===== config.mk =====
export PLATFORM = sky130hd
export DESIGN_NAME = id_stage
export DESIGN_NICKNAME = d
export VERILOG_FILES = /design/src/common/rv32_isa_pkg.sv /design/src/common/rv32_ctrl_pkg.sv /design/src/decode/imm_gen.sv /design/src/decode/ctrl_decoder.sv /design/src/decode/id_ex_reg.sv /design/src/decode/id_stage.sv
export SDC_FILE = /design/constraint.sdc
export NUM_CORES = 1
export LEC_CHECK = 0
export BUFFER_PORTS_ARGS = -buffer_cell sky130_fd_sc_hd__buf_2
export CORE_ASPECT_RATIO = 0.75
export CORE_UTILIZATION = 32
export DETAILED_ROUTE_END_ITERATION = 7
export MAX_ROUTING_LAYER = met4
export SETUP_SLACK_MARGIN = 0.5
export SYNTH_ARGS = -nofsm -noshare
export SYNTH_HDL_FRONTEND = slang
export SYNTH_SLANG_ARGS = --single-unit

===== constraint.sdc =====
create_clock -name clk -period 0.8 [get_ports clk]
set_input_delay 0.08 -clock clk [delete_from_list [all_inputs] [get_ports clk]]
set_output_delay 0.08 -clock clk [all_outputs]
set_load 0.05 [all_outputs]

===== src/common/rv32_isa_pkg.sv =====
`default_nettype none

package rv32_isa_pkg;

    // Datapath word and register index widths
    localparam int XLEN       = 32;
    localparam int REG_ADDR_W = 5;

    // Major opcodes handled by the decode stage
    typedef enum logic [6:0] {
        op_lui   = 7'b0110111,
        op_auipc = 7'b0010111,
        op_jal   = 7'b1101111,
        op_jalr  = 7'b1100111,
        op_br    = 7'b1100011,
        op_load  = 7'b0000011,
        op_store = 7'b0100011,
        op_imm   = 7'b0010011,
        op_reg   = 7'b0110011
    } opcode_t;

    // Branch condition, access size or ALU sub-select, taken as is
    typedef logic [2:0] funct3_t;

    // OP / OP-IMM sub-select
    localparam funct3_t F3_ADD  = 3'd0;
    localparam funct3_t F3_SLL  = 3'd1;
    localparam funct3_t F3_SLT  = 3'd2;
    localparam funct3_t F3_SLTU = 3'd3;
    localparam funct3_t F3_XOR  = 3'd4;
    localparam funct3_t F3_SR   = 3'd5;
    localparam funct3_t F3_OR   = 3'd6;
    localparam funct3_t F3_AND  = 3'd7;

    // M extension sub-select
    localparam funct3_t F3_MUL    = 3'd0;
    localparam funct3_t F3_MULH   = 3'd1;
    localparam funct3_t F3_MULHSU = 3'd2;
    localparam funct3_t F3_MULHU  = 3'd3;
    localparam funct3_t F3_DIV    = 3'd4;
    localparam funct3_t F3_DIVU   = 3'd5;
    localparam funct3_t F3_REM    = 3'd6;
    localparam funct3_t F3_REMU   = 3'd7;

    // SUB / SRA select
    localparam logic [6:0] FUNCT7_ALT    = 7'h20;
    // Multiply / divide select
    localparam logic [6:0] FUNCT7_MULDIV = 7'h01;

    typedef struct packed {
        logic [6:0]            funct7;
        logic [REG_ADDR_W-1:0] rs2;
        logic [REG_ADDR_W-1:0] rs1;
        funct3_t               funct3;
        logic [REG_ADDR_W-1:0] rd;
        opcode_t               opcode;
    } r_type_t;

    typedef struct packed {
        logic [11:0]           imm;
        logic [REG_ADDR_W-1:0] rs1;
        funct3_t               funct3;
        logic [REG_ADDR_W-1:0] rd;
        opcode_t               opcode;
    } i_type_t;

    typedef struct packed {
        logic [6:0]            imm_11_5;
        logic [REG_ADDR_W-1:0] rs2;
        logic [REG_ADDR_W-1:0] rs1;
        funct3_t               funct3;
        logic [4:0]            imm_4_0;
        opcode_t               opcode;
    } s_type_t;

    // Offset bits scattered, bit 0 implied zero
    typedef struct packed {
        logic                  imm_12;
        logic [5:0]            imm_10_5;
        logic [REG_ADDR_W-1:0] rs2;
        logic [REG_ADDR_W-1:0] rs1;
        funct3_t               funct3;
        logic [3:0]            imm_4_1;
        logic                  imm_11;
        opcode_t               opcode;
    } b_type_t;

    typedef struct packed {
        logic [19:0]           imm_31_12;
        logic [REG_ADDR_W-1:0] rd;
        opcode_t               opcode;
    } u_type_t;

    typedef struct packed {
        logic                  imm_20;
        logic [9:0]            imm_10_1;
        logic                  imm_11;
        logic [7:0]            imm_19_12;
        logic [REG_ADDR_W-1:0] rd;
        opcode_t               opcode;
    } j_type_t;

    // Same instruction word, one view per encoding format
    typedef union packed {
        r_type_t r;
        i_type_t i;
        s_type_t s;
        b_type_t b;
        u_type_t u;
        j_type_t j;
    } inst_t;

endpackage : rv32_isa_pkg

`default_nettype wire


===== src/common/rv32_ctrl_pkg.sv =====
`default_nettype none

package rv32_ctrl_pkg;

    // Operand and result muxes in execute
    typedef enum logic {rs1_out, pc_out} alu1_sel_t;
    typedef enum logic {rs2_out, imm_out} alu2_sel_t;
    typedef enum logic [2:0] {
        alu_out,
        cmp_out,
        addr_out,
        mul_out,
        div_out
    } func_sel_t;
    // Jump target base
    typedef enum logic {pc_op, rs1_op} target_sel_t;
    typedef enum logic {mem_rdata_out, func_out} wb_sel_t;

    // Unit opcode, meaning set by func_sel
    typedef logic [2:0] func_op_t;

    // ALU
    localparam func_op_t alu_add = 3'd0;
    localparam func_op_t alu_sll = 3'd1;
    localparam func_op_t alu_xor = 3'd2;
    localparam func_op_t alu_srl = 3'd3;
    localparam func_op_t alu_or  = 3'd4;
    localparam func_op_t alu_and = 3'd5;
    localparam func_op_t alu_sub = 3'd6;
    localparam func_op_t alu_sra = 3'd7;

    // Comparator, same codes as branch funct3
    localparam func_op_t beq  = 3'b000;
    localparam func_op_t bne  = 3'b001;
    localparam func_op_t blt  = 3'b100;
    localparam func_op_t bge  = 3'b101;
    localparam func_op_t bltu = 3'b110;
    localparam func_op_t bgeu = 3'b111;

    // Multiplier, operand signedness
    localparam func_op_t ss_mul = 3'd0;
    localparam func_op_t su_mul = 3'd1;
    localparam func_op_t uu_mul = 3'd2;

    // Divider, quotient or remainder
    localparam func_op_t ss_div = 3'd0;
    localparam func_op_t uu_div = 3'd1;
    localparam func_op_t ss_rem = 3'd2;
    localparam func_op_t uu_rem = 3'd3;

    typedef struct packed {
        alu1_sel_t   alu1;
        alu2_sel_t   alu2;
        func_sel_t   func_sel;
        target_sel_t target_sel;
        logic        branch;
        func_op_t    func_op;
    } ex_ctrl_t;

    typedef struct packed {
        logic                  mem_read;
        logic                  mem_write;
        rv32_isa_pkg::funct3_t mem_funct3;
    } mem_ctrl_t;

    // Load size again here for write-back extension
    typedef struct packed {
        wb_sel_t               wb_sel;
        rv32_isa_pkg::funct3_t mem_funct3;
        logic                  regf_we;
    } wb_ctrl_t;

    typedef struct packed {
        logic [rv32_isa_pkg::REG_ADDR_W-1:0] rs1_addr;
        logic [rv32_isa_pkg::REG_ADDR_W-1:0] rs2_addr;
        logic [rv32_isa_pkg::REG_ADDR_W-1:0] rd_addr;
        ex_ctrl_t                            ex;
        mem_ctrl_t                           mem;
        wb_ctrl_t                            wb;
    } dec_ctrl_t;

    // Decode-to-execute pipeline word
    typedef struct packed {
        dec_ctrl_t                     dec;
        logic [rv32_isa_pkg::XLEN-1:0] imm;
    } id_ex_t;

endpackage : rv32_ctrl_pkg

`default_nettype wire


===== src/decode/imm_gen.sv =====
`timescale 1ns/1ps
`default_nettype none

module imm_gen (
    input  wire rv32_isa_pkg::inst_t          i_inst,
    output logic [rv32_isa_pkg::XLEN-1:0]     o_imm
);

    import rv32_isa_pkg::*;

    // Format picked from opcode, sign always from bit 31
    always_comb begin
        case (i_inst.r.opcode)
            // I-type
            op_jalr, op_load, op_imm: begin
                o_imm = {{(XLEN-12){i_inst.i.imm[11]}}, i_inst.i.imm};
            end
            // S-type, offset split around rs fields
            op_store: begin
                o_imm = {{(XLEN-12){i_inst.s.imm_11_5[6]}},
                         i_inst.s.imm_11_5,
                         i_inst.s.imm_4_0};
            end
            // B-type, halfword aligned
            op_br: begin
                o_imm = {{(XLEN-13){i_inst.b.imm_12}},
                         i_inst.b.imm_12,
                         i_inst.b.imm_11,
                         i_inst.b.imm_10_5,
                         i_inst.b.imm_4_1,
                         1'b0};
            end
            // Upper 20 bits, low 12 cleared
            op_lui, op_auipc: begin
                o_imm = {i_inst.u.imm_31_12, 12'h000};
            end
            // J-type, halfword aligned
            op_jal: begin
                o_imm = {{(XLEN-21){i_inst.j.imm_20}},
                         i_inst.j.imm_20,
                         i_inst.j.imm_19_12,
                         i_inst.j.imm_11,
                         i_inst.j.imm_10_1,
                         1'b0};
            end
            // R-type and unknown carry no immediate
            default: begin
                o_imm = '0;
            end
        endcase
    end

endmodule : imm_gen

`default_nettype wire


===== src/decode/ctrl_decoder.sv =====
`timescale 1ns/1ps
`default_nettype none

module ctrl_decoder (
    input  wire rv32_isa_pkg::inst_t  i_inst,
    output rv32_ctrl_pkg::dec_ctrl_t  o_dec
);

    import rv32_isa_pkg::*;
    import rv32_ctrl_pkg::*;

    always_comb begin
        // Defaults, also the bundle for unknown opcodes
        o_dec.rs1_addr       = '0;
        o_dec.rs2_addr       = '0;
        o_dec.rd_addr        = '0;
        o_dec.ex.alu1        = rs1_out;
        o_dec.ex.alu2        = rs2_out;
        o_dec.ex.func_sel    = alu_out;
        o_dec.ex.target_sel  = pc_op;
        o_dec.ex.branch      = 1'b0;
        o_dec.ex.func_op     = '0;
        o_dec.mem.mem_read   = 1'b0;
        o_dec.mem.mem_write  = 1'b0;
        o_dec.mem.mem_funct3 = '0;
        o_dec.wb.wb_sel      = mem_rdata_out;
        o_dec.wb.mem_funct3  = '0;
        o_dec.wb.regf_we     = 1'b0;

        case (i_inst.r.opcode)
            // rd = 0 + imm
            op_lui: begin
                o_dec.rd_addr    = i_inst.u.rd;
                o_dec.ex.alu2    = imm_out;
                o_dec.ex.func_op = alu_add;
                o_dec.wb.wb_sel  = func_out;
                o_dec.wb.regf_we = 1'b1;
            end
            // rd = pc + imm
            op_auipc: begin
                o_dec.rd_addr    = i_inst.u.rd;
                o_dec.ex.alu1    = pc_out;
                o_dec.ex.alu2    = imm_out;
                o_dec.ex.func_op = alu_add;
                o_dec.wb.wb_sel  = func_out;
                o_dec.wb.regf_we = 1'b1;
            end
            // x0 == x0 under beq, so always taken
            op_jal: begin
                o_dec.rd_addr     = i_inst.j.rd;
                o_dec.ex.func_op  = beq;
                o_dec.ex.func_sel = addr_out;
                o_dec.ex.branch   = 1'b1;
                o_dec.wb.wb_sel   = func_out;
                o_dec.wb.regf_we  = 1'b1;
            end
            // Same register on both compare ports, taken; target from rs1
            op_jalr: begin
                o_dec.rs1_addr      = i_inst.i.rs1;
                o_dec.rs2_addr      = i_inst.i.rs1;
                o_dec.rd_addr       = i_inst.i.rd;
                o_dec.ex.func_op    = beq;
                o_dec.ex.func_sel   = addr_out;
                o_dec.ex.target_sel = rs1_op;
                o_dec.ex.branch     = 1'b1;
                o_dec.wb.wb_sel     = func_out;
                o_dec.wb.regf_we    = 1'b1;
            end
            // Condition code passed straight to comparator
            op_br: begin
                o_dec.rs1_addr   = i_inst.b.rs1;
                o_dec.rs2_addr   = i_inst.b.rs2;
                o_dec.ex.func_op = i_inst.b.funct3;
                o_dec.ex.branch  = 1'b1;
            end
            // Address = rs1 + imm, size and sign kept for write-back
            op_load: begin
                o_dec.rs1_addr       = i_inst.i.rs1;
                o_dec.rd_addr        = i_inst.i.rd;
                o_dec.ex.alu2        = imm_out;
                o_dec.ex.func_op     = alu_add;
                o_dec.mem.mem_read   = 1'b1;
                o_dec.mem.mem_funct3 = i_inst.i.funct3;
                o_dec.wb.wb_sel      = mem_rdata_out;
                o_dec.wb.mem_funct3  = i_inst.i.funct3;
                o_dec.wb.regf_we     = 1'b1;
            end
            // rs2 is the store data
            op_store: begin
                o_dec.rs1_addr       = i_inst.s.rs1;
                o_dec.rs2_addr       = i_inst.s.rs2;
                o_dec.ex.alu2        = imm_out;
                o_dec.ex.func_op     = alu_add;
                o_dec.mem.mem_write  = 1'b1;
                o_dec.mem.mem_funct3 = i_inst.s.funct3;
            end
            op_imm: begin
                o_dec.rs1_addr   = i_inst.i.rs1;
                o_dec.rd_addr    = i_inst.i.rd;
                o_dec.ex.alu2    = imm_out;
                o_dec.wb.wb_sel  = func_out;
                o_dec.wb.regf_we = 1'b1;
                unique case (i_inst.i.funct3)
                    F3_ADD:  o_dec.ex.func_op = alu_add;
                    F3_SLL:  o_dec.ex.func_op = alu_sll;
                    F3_SLT: begin
                        o_dec.ex.func_op  = blt;
                        o_dec.ex.func_sel = cmp_out;
                    end
                    F3_SLTU: begin
                        o_dec.ex.func_op  = bltu;
                        o_dec.ex.func_sel = cmp_out;
                    end
                    F3_XOR:  o_dec.ex.func_op = alu_xor;
                    // srai shares funct3 with srli, upper imm bits split them
                    F3_SR: begin
                        if (i_inst.r.funct7 == FUNCT7_ALT) begin
                            o_dec.ex.func_op = alu_sra;
                        end else begin
                            o_dec.ex.func_op = alu_srl;
                        end
                    end
                    F3_OR:   o_dec.ex.func_op = alu_or;
                    F3_AND:  o_dec.ex.func_op = alu_and;
                endcase
            end
            op_reg: begin
                o_dec.rs1_addr   = i_inst.r.rs1;
                o_dec.rs2_addr   = i_inst.r.rs2;
                o_dec.rd_addr    = i_inst.r.rd;
                o_dec.wb.wb_sel  = func_out;
                o_dec.wb.regf_we = 1'b1;
                if (i_inst.r.funct7 == FUNCT7_MULDIV) begin
                    // M extension
                    unique case (i_inst.r.funct3)
                        F3_MUL, F3_MULH: o_dec.ex.func_op = ss_mul;
                        F3_MULHSU:       o_dec.ex.func_op = su_mul;
                        F3_MULHU:        o_dec.ex.func_op = uu_mul;
                        F3_DIV:          o_dec.ex.func_op = ss_div;
                        F3_DIVU:         o_dec.ex.func_op = uu_div;
                        F3_REM:          o_dec.ex.func_op = ss_rem;
                        F3_REMU:         o_dec.ex.func_op = uu_rem;
                    endcase
                    // Upper funct3 bit picks divider over multiplier
                    o_dec.ex.func_sel = i_inst.r.funct3[2] ? div_out : mul_out;
                end else begin
                    unique case (i_inst.r.funct3)
                        F3_ADD: begin
                            if (i_inst.r.funct7 == FUNCT7_ALT) begin
                                o_dec.ex.func_op = alu_sub;
                            end else begin
                                o_dec.ex.func_op = alu_add;
                            end
                        end
                        F3_SLL:  o_dec.ex.func_op = alu_sll;
                        F3_SLT: begin
                            o_dec.ex.func_op  = blt;
                            o_dec.ex.func_sel = cmp_out;
                        end
                        F3_SLTU: begin
                            o_dec.ex.func_op  = bltu;
                            o_dec.ex.func_sel = cmp_out;
                        end
                        F3_XOR:  o_dec.ex.func_op = alu_xor;
                        F3_SR: begin
                            if (i_inst.r.funct7 == FUNCT7_ALT) begin
                                o_dec.ex.func_op = alu_sra;
                            end else begin
                                o_dec.ex.func_op = alu_srl;
                            end
                        end
                        F3_OR:   o_dec.ex.func_op = alu_or;
                        F3_AND:  o_dec.ex.func_op = alu_and;
                    endcase
                end
            end
            default: begin
            end
        endcase
    end

endmodule : ctrl_decoder

`default_nettype wire


===== src/decode/id_ex_reg.sv =====
`timescale 1ns/1ps
`default_nettype none

module id_ex_reg (
    input  wire                                clk,
    input  wire                                i_rst_n,
    input  wire                                i_valid,
    input  wire rv32_ctrl_pkg::dec_ctrl_t      i_dec,
    input  wire [rv32_isa_pkg::XLEN-1:0]       i_imm,
    output logic                               o_valid,
    output rv32_ctrl_pkg::id_ex_t              o_id_ex
);

    import rv32_ctrl_pkg::*;

    id_ex_t id_ex_next;

    // Control bundle and immediate side by side
    assign id_ex_next = '{dec: i_dec, imm: i_imm};

    always_ff @(posedge clk or negedge i_rst_n) begin
        if (!i_rst_n) begin
            o_valid <= 1'b0;
            o_id_ex <= '0;
        end else begin
            o_valid <= i_valid;
            // Bubble goes out all zero, no write, no access, no branch
            if (i_valid) begin
                o_id_ex <= id_ex_next;
            end else begin
                o_id_ex <= '0;
            end
        end
    end

endmodule : id_ex_reg

`default_nettype wire


===== src/decode/id_stage.sv =====
`timescale 1ns/1ps
`default_nettype none

module id_stage (
    input  wire                           clk,
    input  wire                           i_rst_n,
    input  wire                           i_valid,
    input  wire rv32_isa_pkg::inst_t      i_inst,
    output logic                          o_valid,
    output rv32_ctrl_pkg::id_ex_t         o_id_ex
);

    import rv32_isa_pkg::*;
    import rv32_ctrl_pkg::*;

    dec_ctrl_t       dec;
    logic [XLEN-1:0] imm;

    // Immediate path, same word as the decoder
    imm_gen u_imm_gen (
        .i_inst (i_inst),
        .o_imm  (imm)
    );

    // Register addresses and control bundles
    ctrl_decoder u_ctrl_decoder (
        .i_inst (i_inst),
        .o_dec  (dec)
    );

    // One cycle to execute
    id_ex_reg u_id_ex_reg (
        .clk     (clk),
        .i_rst_n (i_rst_n),
        .i_valid (i_valid),
        .i_dec   (dec),
        .i_imm   (imm),
        .o_valid (o_valid),
        .o_id_ex (o_id_ex)
    );

endmodule : id_stage

`default_nettype wire


[Word level (Yosys, flattened, before mapping)]
Memory sizes are Yosys's and may differ from the RTL's.
Index checks and enable logic that the tools add are counted.
Storage, ports and cells
  bits in registers: 68
  ROM bits: 16
  output and inout port bits: 68
  memories: 1
Operators by class
  eq/ne operators: 18
  multiplexer cells: 25
  reduce and logical (&&, ||, !) cells: 13
Memories
  (no name shown): words 8, bits a word 2, rd ports 1, clocked after memory_dff 0, wr ports 0, line ctrl_decoder.sv:135  | unique case (i_inst.r.funct3)
Operators with widths (number)
  one-hot mux 32 bit (5 select lines): 1
  2-to-1 mux 67 bit: 1
  one-hot mux 3 bit (7 select lines): 2
  equality test 7 x 6 -> 1 bit (second input constant): 4
  equality test 7 bit (second input constant): 3
  2-to-1 mux 3 bit: 7
  one-hot mux 3 bit (3 select lines): 2
  equality test 7 x 5 -> 1 bit (second input constant): 2
  equality test 3 bit (second input constant): 4
  OR reduction 6 bit: 2
  2-to-1 mux 5 bit: 2
  one-hot mux 5 bit (2 select lines): 1
  OR reduction 2 bit: 5
  2-to-1 mux 1 bit: 9
  OR reduction 3 bit: 3
  equality test 7 x 1 -> 1 bit (second input constant): 1
  equality test 7 x 2 -> 1 bit (second input constant): 1
  OR reduction 7 bit: 1
  equality test 3 x 2 -> 1 bit (second input constant): 2
  OR reduction 5 bit: 1
  equality test 3 x 1 -> 1 bit (second input constant): 1
  zero test 3 bit: 1

[Longest topological paths before layout]
Gate-level depths: netlist (run 1).
  depth after elaboration: 6
  mapped depth: 6

[Cells and area by module]
From an unflattened synthesis (run 1), not the netlist that was laid out.
Second synthesis, totals
  cells, all modules: 312
  area total of the unflattened synthesis: 3407.0 µm²
By module, submodules not included
  id_ex_reg: times used 1, cells an instance 142, area an instance 2177.1 µm²
  ctrl_decoder: times used 1, cells an instance 97, area an instance 648.1 µm²
  imm_gen: times used 1, cells an instance 73, area an instance 581.8 µm²

[Least setup slack after synthesis (run 1)]
Ideal clock, no wire load.
  kind: input port to flip-flop
  start point: input i_inst[5] in the netlist's numbering
  end point: register, netlist name u_id_ex_reg.o_id_ex[21]
  setup time: 75 ps
  arrival time: 1154 ps
  data required time: 725 ps
  path slack: -429 ps
  cell stages on the path: 5
  path buffers: 1
  path through: or4_4 > a21oi_4 > o21ai_2 > buf_6 > a21oi_2
On the way
  longest elaborated chain between the ends: 4
  elaborated cells on any way between the ends: 12
Ends and longest elaborated chain
  from (decl): line id_stage.sv:8  | input wire rv32_isa_pkg::inst_t i_inst,
  equality test 7 bit (tied with other cells): line imm_gen.sv:13  | case (i_inst.r.opcode)
  OR reduction 3 bit / OR reduction 2 bit (equally long branches): line imm_gen.sv:13
  one-hot mux 32 bit (5 select lines) (*): line imm_gen.sv:13
  2-to-1 mux 67 bit (*): line id_ex_reg.sv:28  | if (i_valid) begin
Mark *: on every way between the ends. The rest lies on a longest branch, timed or not.

[Worst setup path in the final report (run 1)]
  start point: input i_inst[5] in the netlist's numbering
  end point: register, netlist name u_id_ex_reg.o_id_ex[30]
On the way
  longest elaborated chain between the ends: 4
  elaborated cells on any way between the ends: 12
Ends and longest elaborated chain (line)
  equality test 7 bit (tied with other cells): imm_gen.sv:13
  OR reduction 3 bit / OR reduction 2 bit (equally long branches): imm_gen.sv:13
  one-hot mux 32 bit (5 select lines) (*): imm_gen.sv:13
  2-to-1 mux 67 bit (*): id_ex_reg.sv:28
Marked as above.

==> flow_metrics.env, run 1 <==
export IMPL_status="finished with violations"
export IMPL_violations="hold timing, setup timing"
export IMPL_antenna_found_initial=0
export IMPL_critPathBufInv=2
export IMPL_grt_max_degree=69
export IMPL_crit_slowest_cell="or4_4"
export IMPL_fp_dieH_um=85.1
export IMPL_internal_power_mw=6.41
export IMPL_fin_hold_ws_ns=-0.239
export IMPL_grt_total_usage=0.207
export IMPL_overflow=0
export IMPL_slew_headroom=0.772
export IMPL_comb_power_share=0.142
export IMPL_nets=478
export IMPL_switchingPower_mw=2.02
export IMPL_grt_pass1_wl_mm=14.7
export IMPL_portBuffers=102
export IMPL_vias_per_cell=5.01
export IMPL_coreArea_sq_um=8710
export IMPL_syn_avg_cell_area_sq_um=11.4
export IMPL_setup_viol=126
export IMPL_critPathRequiredTime_ns=1.05
export IMPL_drive_gt1_frac=0.781
export IMPL_dieWidth_um=113
export IMPL_cts_tree="built"
export IMPL_min_path_type="in2async"
export IMPL_power_density_nw_per_um2=1490
export IMPL_fmaxAchievable_mhz=958
export IMPL_drt_iter0_markers=129
export IMPL_p_leak_nw=2.45
export IMPL_cpPeakStageDelay_ns=0.55
export IMPL_cts_max_level=3
export IMPL_synth_cell_types=53
export IMPL_synth_nets=293
export IMPL_clkTransAtPathRegs_ns=0.05
export IMPL_cp_depth=6
export IMPL_dp_hpwl_mm=6.67
export IMPL_crit_path_end="u_id_ex_reg.o_id_ex[30]"
export IMPL_ir_drop_mv=1.12
export IMPL_drv_slew=0
export IMPL_fin_crit_ns=1.04
export IMPL_power_total_mw=8.43
export IMPL_tns_ns=-17.42
export IMPL_setup_ws_ns=-0.244
export IMPL_ys_seq_area_frac=0.577
export IMPL_start_util=0.339
export IMPL_hold_viol_final=68
export IMPL_diodes=0
export IMPL_rsz0062_at_grt="yes"
export IMPL_place_ws_ns=-0.592
export IMPL_p_sw_frac=0.239
export IMPL_grt_pass1_vias=2881
export IMPL_arrival_ns=1.30
export IMPL_cp_cell_sequence="buf_8 > or4_4 > a21oi_4 > o21ai_4 > buf_6 > a21oi_2"
export IMPL_ant_nets=0
export IMPL_gp_congestion=0.876
export IMPL_dieArea_sq_um=9610
export IMPL_cp_end_kind="flip-flop"
export IMPL_p_clk_frac=0.445
export IMPL_first_pass_iters=4
export IMPL_area_growth_pct=91.8
export IMPL_p_seq_frac=0.413
export IMPL_synth_edf_count=0
export IMPL_crit_type="in2reg"
export IMPL_syn_area_sq_um=2950
export IMPL_ys_ff_latch=68
export IMPL_cts_buffers=9
export IMPL_wirelength_mm=9.31
export IMPL_cp_max_fo=6
export IMPL_cap_violations=0
export IMPL_io_pins=103
export IMPL_synth_ff_type="dfrtp_1"
export IMPL_cts_buffer_depth=2
export IMPL_drc=0
export IMPL_worst_slew_pin_transition_ns=0.333
export IMPL_start_kind="input port"
export IMPL_syn_inst=258
export IMPL_yosysWarnings=0
export IMPL_finalCritPeriodShare=1.31
export IMPL_root_buffer="clkbuf_16"
export IMPL_synth_async_reset_ratio=1.00
export IMPL_critPathTopFamily="simple AND/OR/NAND/NOR gates"
export IMPL_wl_per_cell_um=16.8
export IMPL_crit_start="i_inst[5]"
export IMPL_num_vias=2780
export IMPL_cts_sinks=68
export IMPL_rows=29
## sequential cells by signal (all words and copies together), names as in the netlist
signal and cells:
u_id_ex_reg.o_id_ex 67, u_id_ex_reg.o_valid 1
## worst min path at each step
stage	to	slack, ns	cells after the start
finish	u_id_ex_reg.o_id_ex[41]	-0.24	2
global route	u_id_ex_reg.o_id_ex[41]	-0.19	2
CTS	u_id_ex_reg.o_id_ex[48]	-0.20	2
detailed placement	u_id_ex_reg.o_id_ex[47]	0.13	2
global placement	u_id_ex_reg.o_id_ex[48]	0.13	2
floorplan	u_id_ex_reg.o_id_ex[0]	-0.22	0
## synth_stat cells, types with 2 or more instances
cell	number	area [sq um]
a2111oi_4	2	55.1
a21boi_0	9	67.6
a21oi_1	11	55.1
a21oi_2	10	87.6
a22o_1	5	43.8
a22oi_1	5	37.5
a31oi_1	4	25.0
and2_1	18	113
and3_1	4	25.0
and3b_1	2	17.5
buf_2	3	15.0
buf_6	2	22.5
clkbuf_1	5	18.8
dfrtp_1	68	1700
inv_1	6	22.5
nand2_1	18	67.6
nand3_1	3	15.0
nand4_1	2	12.5
nand4b_1	2	17.5
nor2_1	17	63.8
nor2b_1	4	25.0
nor3_1	6	30.0
nor3b_1	2	15.0
nor4_1	4	25.0
o21a_1	3	22.5
o21ai_0	13	65.1
o31a_1	2	17.5
o31ai_1	2	15.0
or3_1	2	12.5
## cells by family after synthesis
kind of cell,share of synthesized area
AOI/OAI and AO/OA,0.190
xor gates and xnor gates,0.00297
buffers and inverters,0.0310
DFF,0.577
and+or+nand+nor,0.199
## cells in the final DEF, fill, tap and decap left out, drive strengths merged, types with 2 or more instances in the layout
master	n
and2	18
nand4b	2
nor2	17
o21ai	14
clkbuf	10
o21bai	2
a21boi	9
or2	2
a21oi	22
a31oi	4
nand3b	2
inv	6
nand4	2
nand3	3
nor4	4
nand2	18
nor3	7
or3	2
o21a	3
clkinv	4
a2111oi	3
buf	186
nor3b	2
and3b	2
a22o	5
and3	5
o31ai	2
a22oi	5
or4	2
dfrtp	68
o31a	2
nor2b	4
nor4b	2
## metal layers
metal | vias to the layer above | global-route usage | share of wire
met4 | 0 | 0.0574 | 0.0088
met3 | 10 | 0.0429 | 0.050
li1 | 1292 | - | -
met1 | 1388 | 0.283 | 0.46
met2 | 90 | 0.314 | 0.48
met5 | - | - | 0
## cell type report
type                    count  area [sq um]
fillers                   652          3050
repair buffers            186          1840
clock buffers              10           229
well taps                 108           135
multi-input cells         172          1600
clock inverters             5          53.8
flip-flops and latches     68          1770
inverters                   6          25.0
## metrics by stage
stage	cell area, sq um	cells	util
2_1_floorplan	3200	258	-
3_3_place_gp	4320	533	0.496
3_5_place_dp	4320	533	0.496
4_1_cts	5390	551	0.619
5_1_grt	5660	555	0.649
6_report	5660	555	0.649
## repair_timing
| action | in CTS | in global routing |
|---|---|---|
| buffers inserted | 3 | 4 |
| setup endpoints to repair | 136 | 135 |
| endpoints found under the hold margin | 69 | 68 |
| pin swaps | 31 | 29 |
| gates resized for setup | 228 | 65 |
## power groups by stage
| stage | sequential [mW] | combinational [mW] | clock [mW] |
|---|---|---|---|
| floorplan | 3.62 | 0.308 | 0 |
| global placement | 3.53 | 0.910 | 0 |
| detailed placement | 3.53 | 0.917 | 0 |
| CTS | 3.48 | 1.10 | 3.83 |
| global route | 3.48 | 1.28 | 3.97 |
| finish | 3.48 | 1.20 | 3.76 |
No activity file was read; power rests on OpenSTA's default activity.
==> run 2: changes to the inputs <==
--- a/config.mk
+++ b/config.mk
@@ -5,12 +5,13 @@
 export SDC_FILE = /design/constraint.sdc
 export NUM_CORES = 1
 export LEC_CHECK = 0
+export ABC_AREA = 1
 export BUFFER_PORTS_ARGS = -buffer_cell sky130_fd_sc_hd__buf_2
 export CORE_ASPECT_RATIO = 0.75
 export CORE_UTILIZATION = 32
 export DETAILED_ROUTE_END_ITERATION = 7
 export MAX_ROUTING_LAYER = met4
-export SETUP_SLACK_MARGIN = 0.5
+export SETUP_SLACK_MARGIN = 0.02
 export SYNTH_ARGS = -nofsm -noshare
 export SYNTH_HDL_FRONTEND = slang
 export SYNTH_SLANG_ARGS = --single-unit
==> run 2 against run 1 <==
Net effect: clock power is 4% higher; the run ends with setup timing left; largest power group unchanged; critical path depth is 3 higher; final area is 15% higher.
==> flow_metrics.env, run 2 <==
export IMPL_grt_pass1_vias=3829
export IMPL_cts_buffers=9
export IMPL_dieWidth_um=117
export IMPL_place_ws_ns=-0.569
export IMPL_wirelength_mm=13.0
export IMPL_num_vias=3626
export IMPL_portBuffers=102
export IMPL_nets=605
export IMPL_final_cell_mix="101 x buf_6, 68 x dfrtp_1, 50 x buf_4"
export IMPL_rows=31
export IMPL_synth_cell_types=29
export IMPL_gp_congestion=0.855
export IMPL_grt_max_degree=69
export IMPL_crit_type="in2reg"
export IMPL_critPathBufInv=3
export IMPL_p_leak_nw=3.18
export IMPL_hold_viol_final=0
export IMPL_slew_headroom=0.743
export IMPL_clkTransAtPathRegs_ns=0.06
export IMPL_syn_avg_cell_area_sq_um=8.65
export IMPL_min_path_type="in2reg"
export IMPL_drt_iter0_markers=281
export IMPL_ys_ff_latch=68
export IMPL_hp_start="i_inst[19]"
export IMPL_coreArea_sq_um=9700
export IMPL_largest_reg_flops=67
export IMPL_vias_per_cell=5.12
export IMPL_root_buffer="clkbuf_16"
export IMPL_status="finished with violations"
export IMPL_arrival_ns=1.26
export IMPL_ant_nets=0
export IMPL_reg_largest_list="u_id_ex_reg.o_id_ex x67, u_id_ex_reg.o_valid x1"
export IMPL_placed_cells=649
export IMPL_drv_slew=0
export IMPL_critPathTopFamily="simple AND/OR/NAND/NOR gates"
export IMPL_stdcell_count=708
export IMPL_yosysMostFrequentCell="dfrtp_1"
export IMPL_wl_per_cell_um=18.4
export IMPL_synth_async_reset_ratio=1.00
export IMPL_fmaxAchievable_mhz=1000
export IMPL_start_util=0.330
export IMPL_setup_ws_ns=-0.197
export IMPL_first_pass_iters=5
export IMPL_cp_max_fo=11
export IMPL_cts_sinks=68
export IMPL_grt_pass1_wl_mm=20.0
export IMPL_synth_area_leaders="dfrtp_1 53%, nand3_1 8.6%, nor2_1 7.2%"
export IMPL_fillerInstances=671
export IMPL_grt_total_usage=0.260
export IMPL_cts_buffer_depth=2
export IMPL_overflow=0
export IMPL_synth_top_area_cell="dfrtp_1"
export IMPL_fin_hold_ws_ns=0.0197
export IMPL_cp_cell_sequence="buf_8 > nand2_8 > buf_6 > nor2_4 > nand3_1 > buf_6 > nand2_1 > nor2_4 > a21oi_4"
export IMPL_ys_seq_area_frac=0.532
export IMPL_synth_top_cell_area_share=0.532
export IMPL_final_util=0.671
export IMPL_fin_crit_ns=0.997
export IMPL_power_density_nw_per_um2=1360
export IMPL_crit_start="i_inst[0]"
export IMPL_ir_drop_mv=0.887
export IMPL_start_kind="input port"
export IMPL_area_growth_pct=103
export IMPL_fp_dieH_um=88.6
export IMPL_syn_inst=370
export IMPL_rsz0062_at_grt="yes"
export IMPL_cts_tree="built"
export IMPL_dp_hpwl_mm=7.26
export IMPL_crit_slowest_cell="nor2_4"
export IMPL_syn_area_sq_um=3200
export IMPL_finalCritPeriodShare=1.25
export IMPL_largest_register="u_id_ex_reg.o_id_ex"
export IMPL_cts_max_level=3
export IMPL_synth_nets=405
export IMPL_cap_violations=0
export IMPL_io_pins=103
export IMPL_power_total_mw=8.83
export IMPL_antenna_found_initial=1
export IMPL_critPathRequiredTime_ns=1.06
export IMPL_drc=0
export IMPL_worst_slew_pin_transition_ns=0.386
export IMPL_synth_common_cells="68 x dfrtp_1, 61 x nor2_1, 55 x nand3_1"
export IMPL_violations="setup timing"
export IMPL_setup_viol=122
export IMPL_cpPeakStageDelay_ns=0.24
export IMPL_synth_edf_count=0
export IMPL_layout_commonest_cell="buf_6"
export IMPL_drive_gt1_frac=0.638
export IMPL_yosysWarnings=0
export IMPL_dieArea_sq_um=10400
export IMPL_cp_end_kind="flip-flop"
export IMPL_synth_ff_type="dfrtp_1"
-- run 2: cell type report --
| cell class | instances | area [sq um] | share of cell area |
|---|---|---|---|
| clock inverter | 6 | 65.1 | 0.00999 |
| tap | 132 | 165 | 0.0254 |
| inverter | 33 | 164 | 0.0252 |
| clock buffer | 10 | 229 | 0.0352 |
| timing repair buffer | 206 | 2210 | 0.339 |
| multi-input combinational | 252 | 1970 | 0.303 |
| sequential | 68 | 1700 | 0.261 |
| antenna | 1 | 2.50 | 0.000384 |
-- run 2: metrics by stage --
| stage | area [sq um] | TNS, ns |
|---|---|---|
| after floorplan | 3340 | -7.10 |
| after global placement | 4440 | -29.24 |
| after detailed placement | 4440 | -31.29 |
| after CTS | 6280 | -13.06 |
| after global routing | 6510 | -19.27 |
| final | 6510 | -15.19 |
-- run 2: cell families after synthesis --
| group | count (synthesis) | share of synthesized area |
|---|---|---|
| and+or+nand+nor | 198 | 0.289 |
| DFF | 68 | 0.532 |
| AOI/OAI and AO/OA | 53 | 0.108 |
| buffers and inverters | 50 | 0.0680 |
| xor gates and xnor gates | 1 | 0.00274 |
-- run 2: timing repair --
action                                  4_1_cts  5_1_grt
endpoints found under the setup margin      128      128
resized for setup                           312       69
hold endpoints to repair                     70        0
hold buffers                                  3        0
cloned                                       10        0
buffers inserted                             32        8
pin swaps                                    75       56
-- run 2: layer usage --
| layer | vias to the layer above | track usage | wire length, um |
|---|---|---|---|
| met5 | - | - | 0 |
| met1 | 1779 | 0.314 | 5480 |
| met4 | 0 | 0.119 | 463 |
| li1 | 1612 | - | - |
| met2 | 196 | 0.428 | 6320 |
| met3 | 39 | 0.0515 | 728 |
-- run 2: worst paths after layout --
path	end	slack, ns	depth (start not counted)
max	u_id_ex_reg.o_id_ex[28]	-0.20	9
min	u_id_ex_reg.o_id_ex[66]	0.02	3
max in group asynchronous	u_id_ex_reg.o_id_ex[14]	0.19	3
min in group asynchronous	u_id_ex_reg.o_id_ex[55]	0.30	3
-- run 2: power breakdown --
group	internal, mW	leakage (nW)	total, mW	switching, mW
clock	2.41	0.142	3.90	1.49
sequential	3.48	0.945	3.49	0.0186
combinational	0.596	2.09	1.43	0.836
total	6.48	3.18	8.83	2.35
==> run 3: changes to the inputs <==
--- a/config.mk
+++ b/config.mk
@@ -9,6 +9,7 @@
 export BUFFER_PORTS_ARGS = -buffer_cell sky130_fd_sc_hd__buf_2
 export CORE_ASPECT_RATIO = 0.75
 export CORE_UTILIZATION = 32
+export CTS_BUF_LIST = sky130_fd_sc_hd__clkbuf_4 sky130_fd_sc_hd__clkbuf_8
 export DETAILED_ROUTE_END_ITERATION = 7
 export MAX_ROUTING_LAYER = met4
 export SETUP_SLACK_MARGIN = 0.02
==> run 3 against run 2 <==
Net effect: the run still ends with setup timing left; hold slack worse by 0.011 ns; first-iteration DRC count down 17%; final cell count up 0.85%; flip-flop and latch count unchanged; setup slack worse by 0.013 ns; global-route usage down 0.45 points; maximum frequency down 1.3%.
==> flow_metrics.env, run 3 (same netlist as run 2, synthesis figures left out) <==
export IMPL_coreArea_sq_um=9700
export IMPL_dieArea_sq_um=10400
export IMPL_cts_buffer_depth=2
export IMPL_cts_sinks=68
export IMPL_min_path_type="in2reg"
export IMPL_wl_per_cell_um=17.7
export IMPL_cts_max_level=3
export IMPL_grt_pass1_vias=3737
export IMPL_portBuffers=102
export IMPL_fin_area_sq_um=6470
export IMPL_root_buffer="clkbuf_8"
export IMPL_crit_type="reg2out"
export IMPL_wirelength_mm=12.6
export IMPL_dpl_cell_area_sq_um=4440
export IMPL_grt_pass1_wl_mm=19.7
export IMPL_fp_dieH_um=88.6
export IMPL_critPathRequiredTime_ns=0.72
export IMPL_antenna_found_initial=1
export IMPL_drt_iter0_markers=232
export IMPL_gp_congestion=0.855
export IMPL_met1_length_mm=5.30
export IMPL_violations="setup timing"
export IMPL_largest_register="u_id_ex_reg.o_id_ex"
export IMPL_final_cell_mix="101 x buf_6, 68 x dfrtp_1, 52 x buf_4"
export IMPL_rows=31
export IMPL_area_growth_pct=102
export IMPL_power_total_mw=7.72
export IMPL_overflow=0
export IMPL_cts_buffers=9
export IMPL_dieWidth_um=117
export IMPL_ir_drop_mv=0.580
export IMPL_layout_commonest_cell="buf_6"
export IMPL_highest_layer="met4"
export IMPL_ant_nets=0
export IMPL_critPathTopFamily="flip-flops"
export IMPL_cpPeakStageDelay_ns=0.41
export IMPL_rsz0062_at_grt="yes"
export IMPL_clkTransAtPathRegs_ns=0.08
export IMPL_status="finished with violations"
export IMPL_largest_reg_flops=67
export IMPL_dr_wl_met2_mm=6.33
export IMPL_setup_ws_ns=-0.210
export IMPL_finalCritPeriodShare=1.26
export IMPL_cp_end_kind="output pin"
export IMPL_cp_max_fo=1
export IMPL_drive_gt1_frac=0.627
export IMPL_start_util=0.330
export IMPL_grt_max_degree=69
export IMPL_arrival_ns=0.93
export IMPL_setup_viol=120
export IMPL_worst_slew_pin_transition_ns=0.374
export IMPL_dp_hpwl_mm=7.26
export IMPL_hold_viol_final=0
export IMPL_reg_largest_list="u_id_ex_reg.o_id_ex x67, u_id_ex_reg.o_valid x1"
export IMPL_cts_tree="built"
export IMPL_power_density_nw_per_um2=1190
export IMPL_place_ws_ns=-0.569
export IMPL_io_pins=103
export IMPL_tns_ns=-15.95
export IMPL_fin_crit_ns=1.01
export IMPL_cp_cell_sequence="buf_6"
export IMPL_p_leak_nw=3.16
export IMPL_first_pass_iters=5
export IMPL_cap_violations=0
export IMPL_drc=0
export IMPL_drv_slew=0
export IMPL_num_vias=3562
export IMPL_fmaxAchievable_mhz=990
export IMPL_crit_slowest_cell="dfrtp_1"
export IMPL_nets=611
export IMPL_critPathBufInv=1
export IMPL_vias_per_cell=4.99
export IMPL_slew_headroom=0.751
export IMPL_start_kind="flip-flop"
export IMPL_route_met3_wl_um=785
export IMPL_grt_total_usage=0.255
export IMPL_fillerInstances=680
==> run 3: cell count changes in the layout (fill, tap and decap cells not counted), moves of 3 or more <==
cell	delta
nor2_4	+5
nand2_1	+4
clkbuf_16	-9
nor2_2	-4
clkbuf_8	+9
nand2_2	-3
nand3_2	-3
dlygate4sd3_1	+4
nand3_1	+3
==> run 3: cell type report <==
cell class	instances	area (sq um)	area share
Multi-Input combinational cell	252	1990	0.307
Antenna cell	1	2.50	0.000387
Tap cell	132	165	0.0255
Clock inverter	6	65.1	0.0101
Sequential cell	68	1700	0.263
Timing Repair Buffer	212	2260	0.349
Clock buffer	10	131	0.0203
Inverter	33	161	0.0249
==> run 3: worst paths after layout <==
kind,from,to,slack (ns),cells past startpoint
min in group asynchronous,i_rst_n,u_id_ex_reg.o_id_ex[32],0.29,3
worst min-delay path,i_inst[8],u_id_ex_reg.o_id_ex[53],0.008,3
worst max-delay path,u_id_ex_reg.o_id_ex[31],o_id_ex[31],-0.21,1
max in group asynchronous,i_rst_n,u_id_ex_reg.o_id_ex[44],0.23,3
==> run 3: per-layer routing <==
layer  global-route usage  up-vias
met4               0.0909        0
met5                    -        -
met2                0.420      186
li1                     -     1621
met3               0.0528       21
met1                0.316     1734
==> run 3: per-stage QoR <==
stage               utilization  cells  hold slack [ns]
floorplan                     -    370           -0.216
global placement          0.457    649            0.126
detailed placement        0.457    649            0.135
CTS                       0.642    714          0.00112
global route              0.667    714          0.00401
finish                    0.667    714          0.00829
==> run 3: tightest hold or removal path, stage by stage <==
cell and delay (ns):
buf_2 0.08, inv_1 0.06, nor2_1 0.09
==> run 3: power breakdown <==
part           switching, mW  total [mW]  internal (mW)
clock network           1.36        2.83           1.47
logic                  0.811        1.40          0.590
registers             0.0187        3.49           3.47
==> run 3: timing repair <==
| action | 4_1_cts | 5_1_grt |
|---|---|---|
| hold buffers | 7 | 0 |
| pin swaps | 58 | 59 |
| endpoints found under the setup margin | 126 | 132 |
| endpoints found under the hold margin | 74 | 0 |
| cloned | 10 | 0 |
| setup buffers | 35 | 7 |
| resized for setup | 300 | 70 |
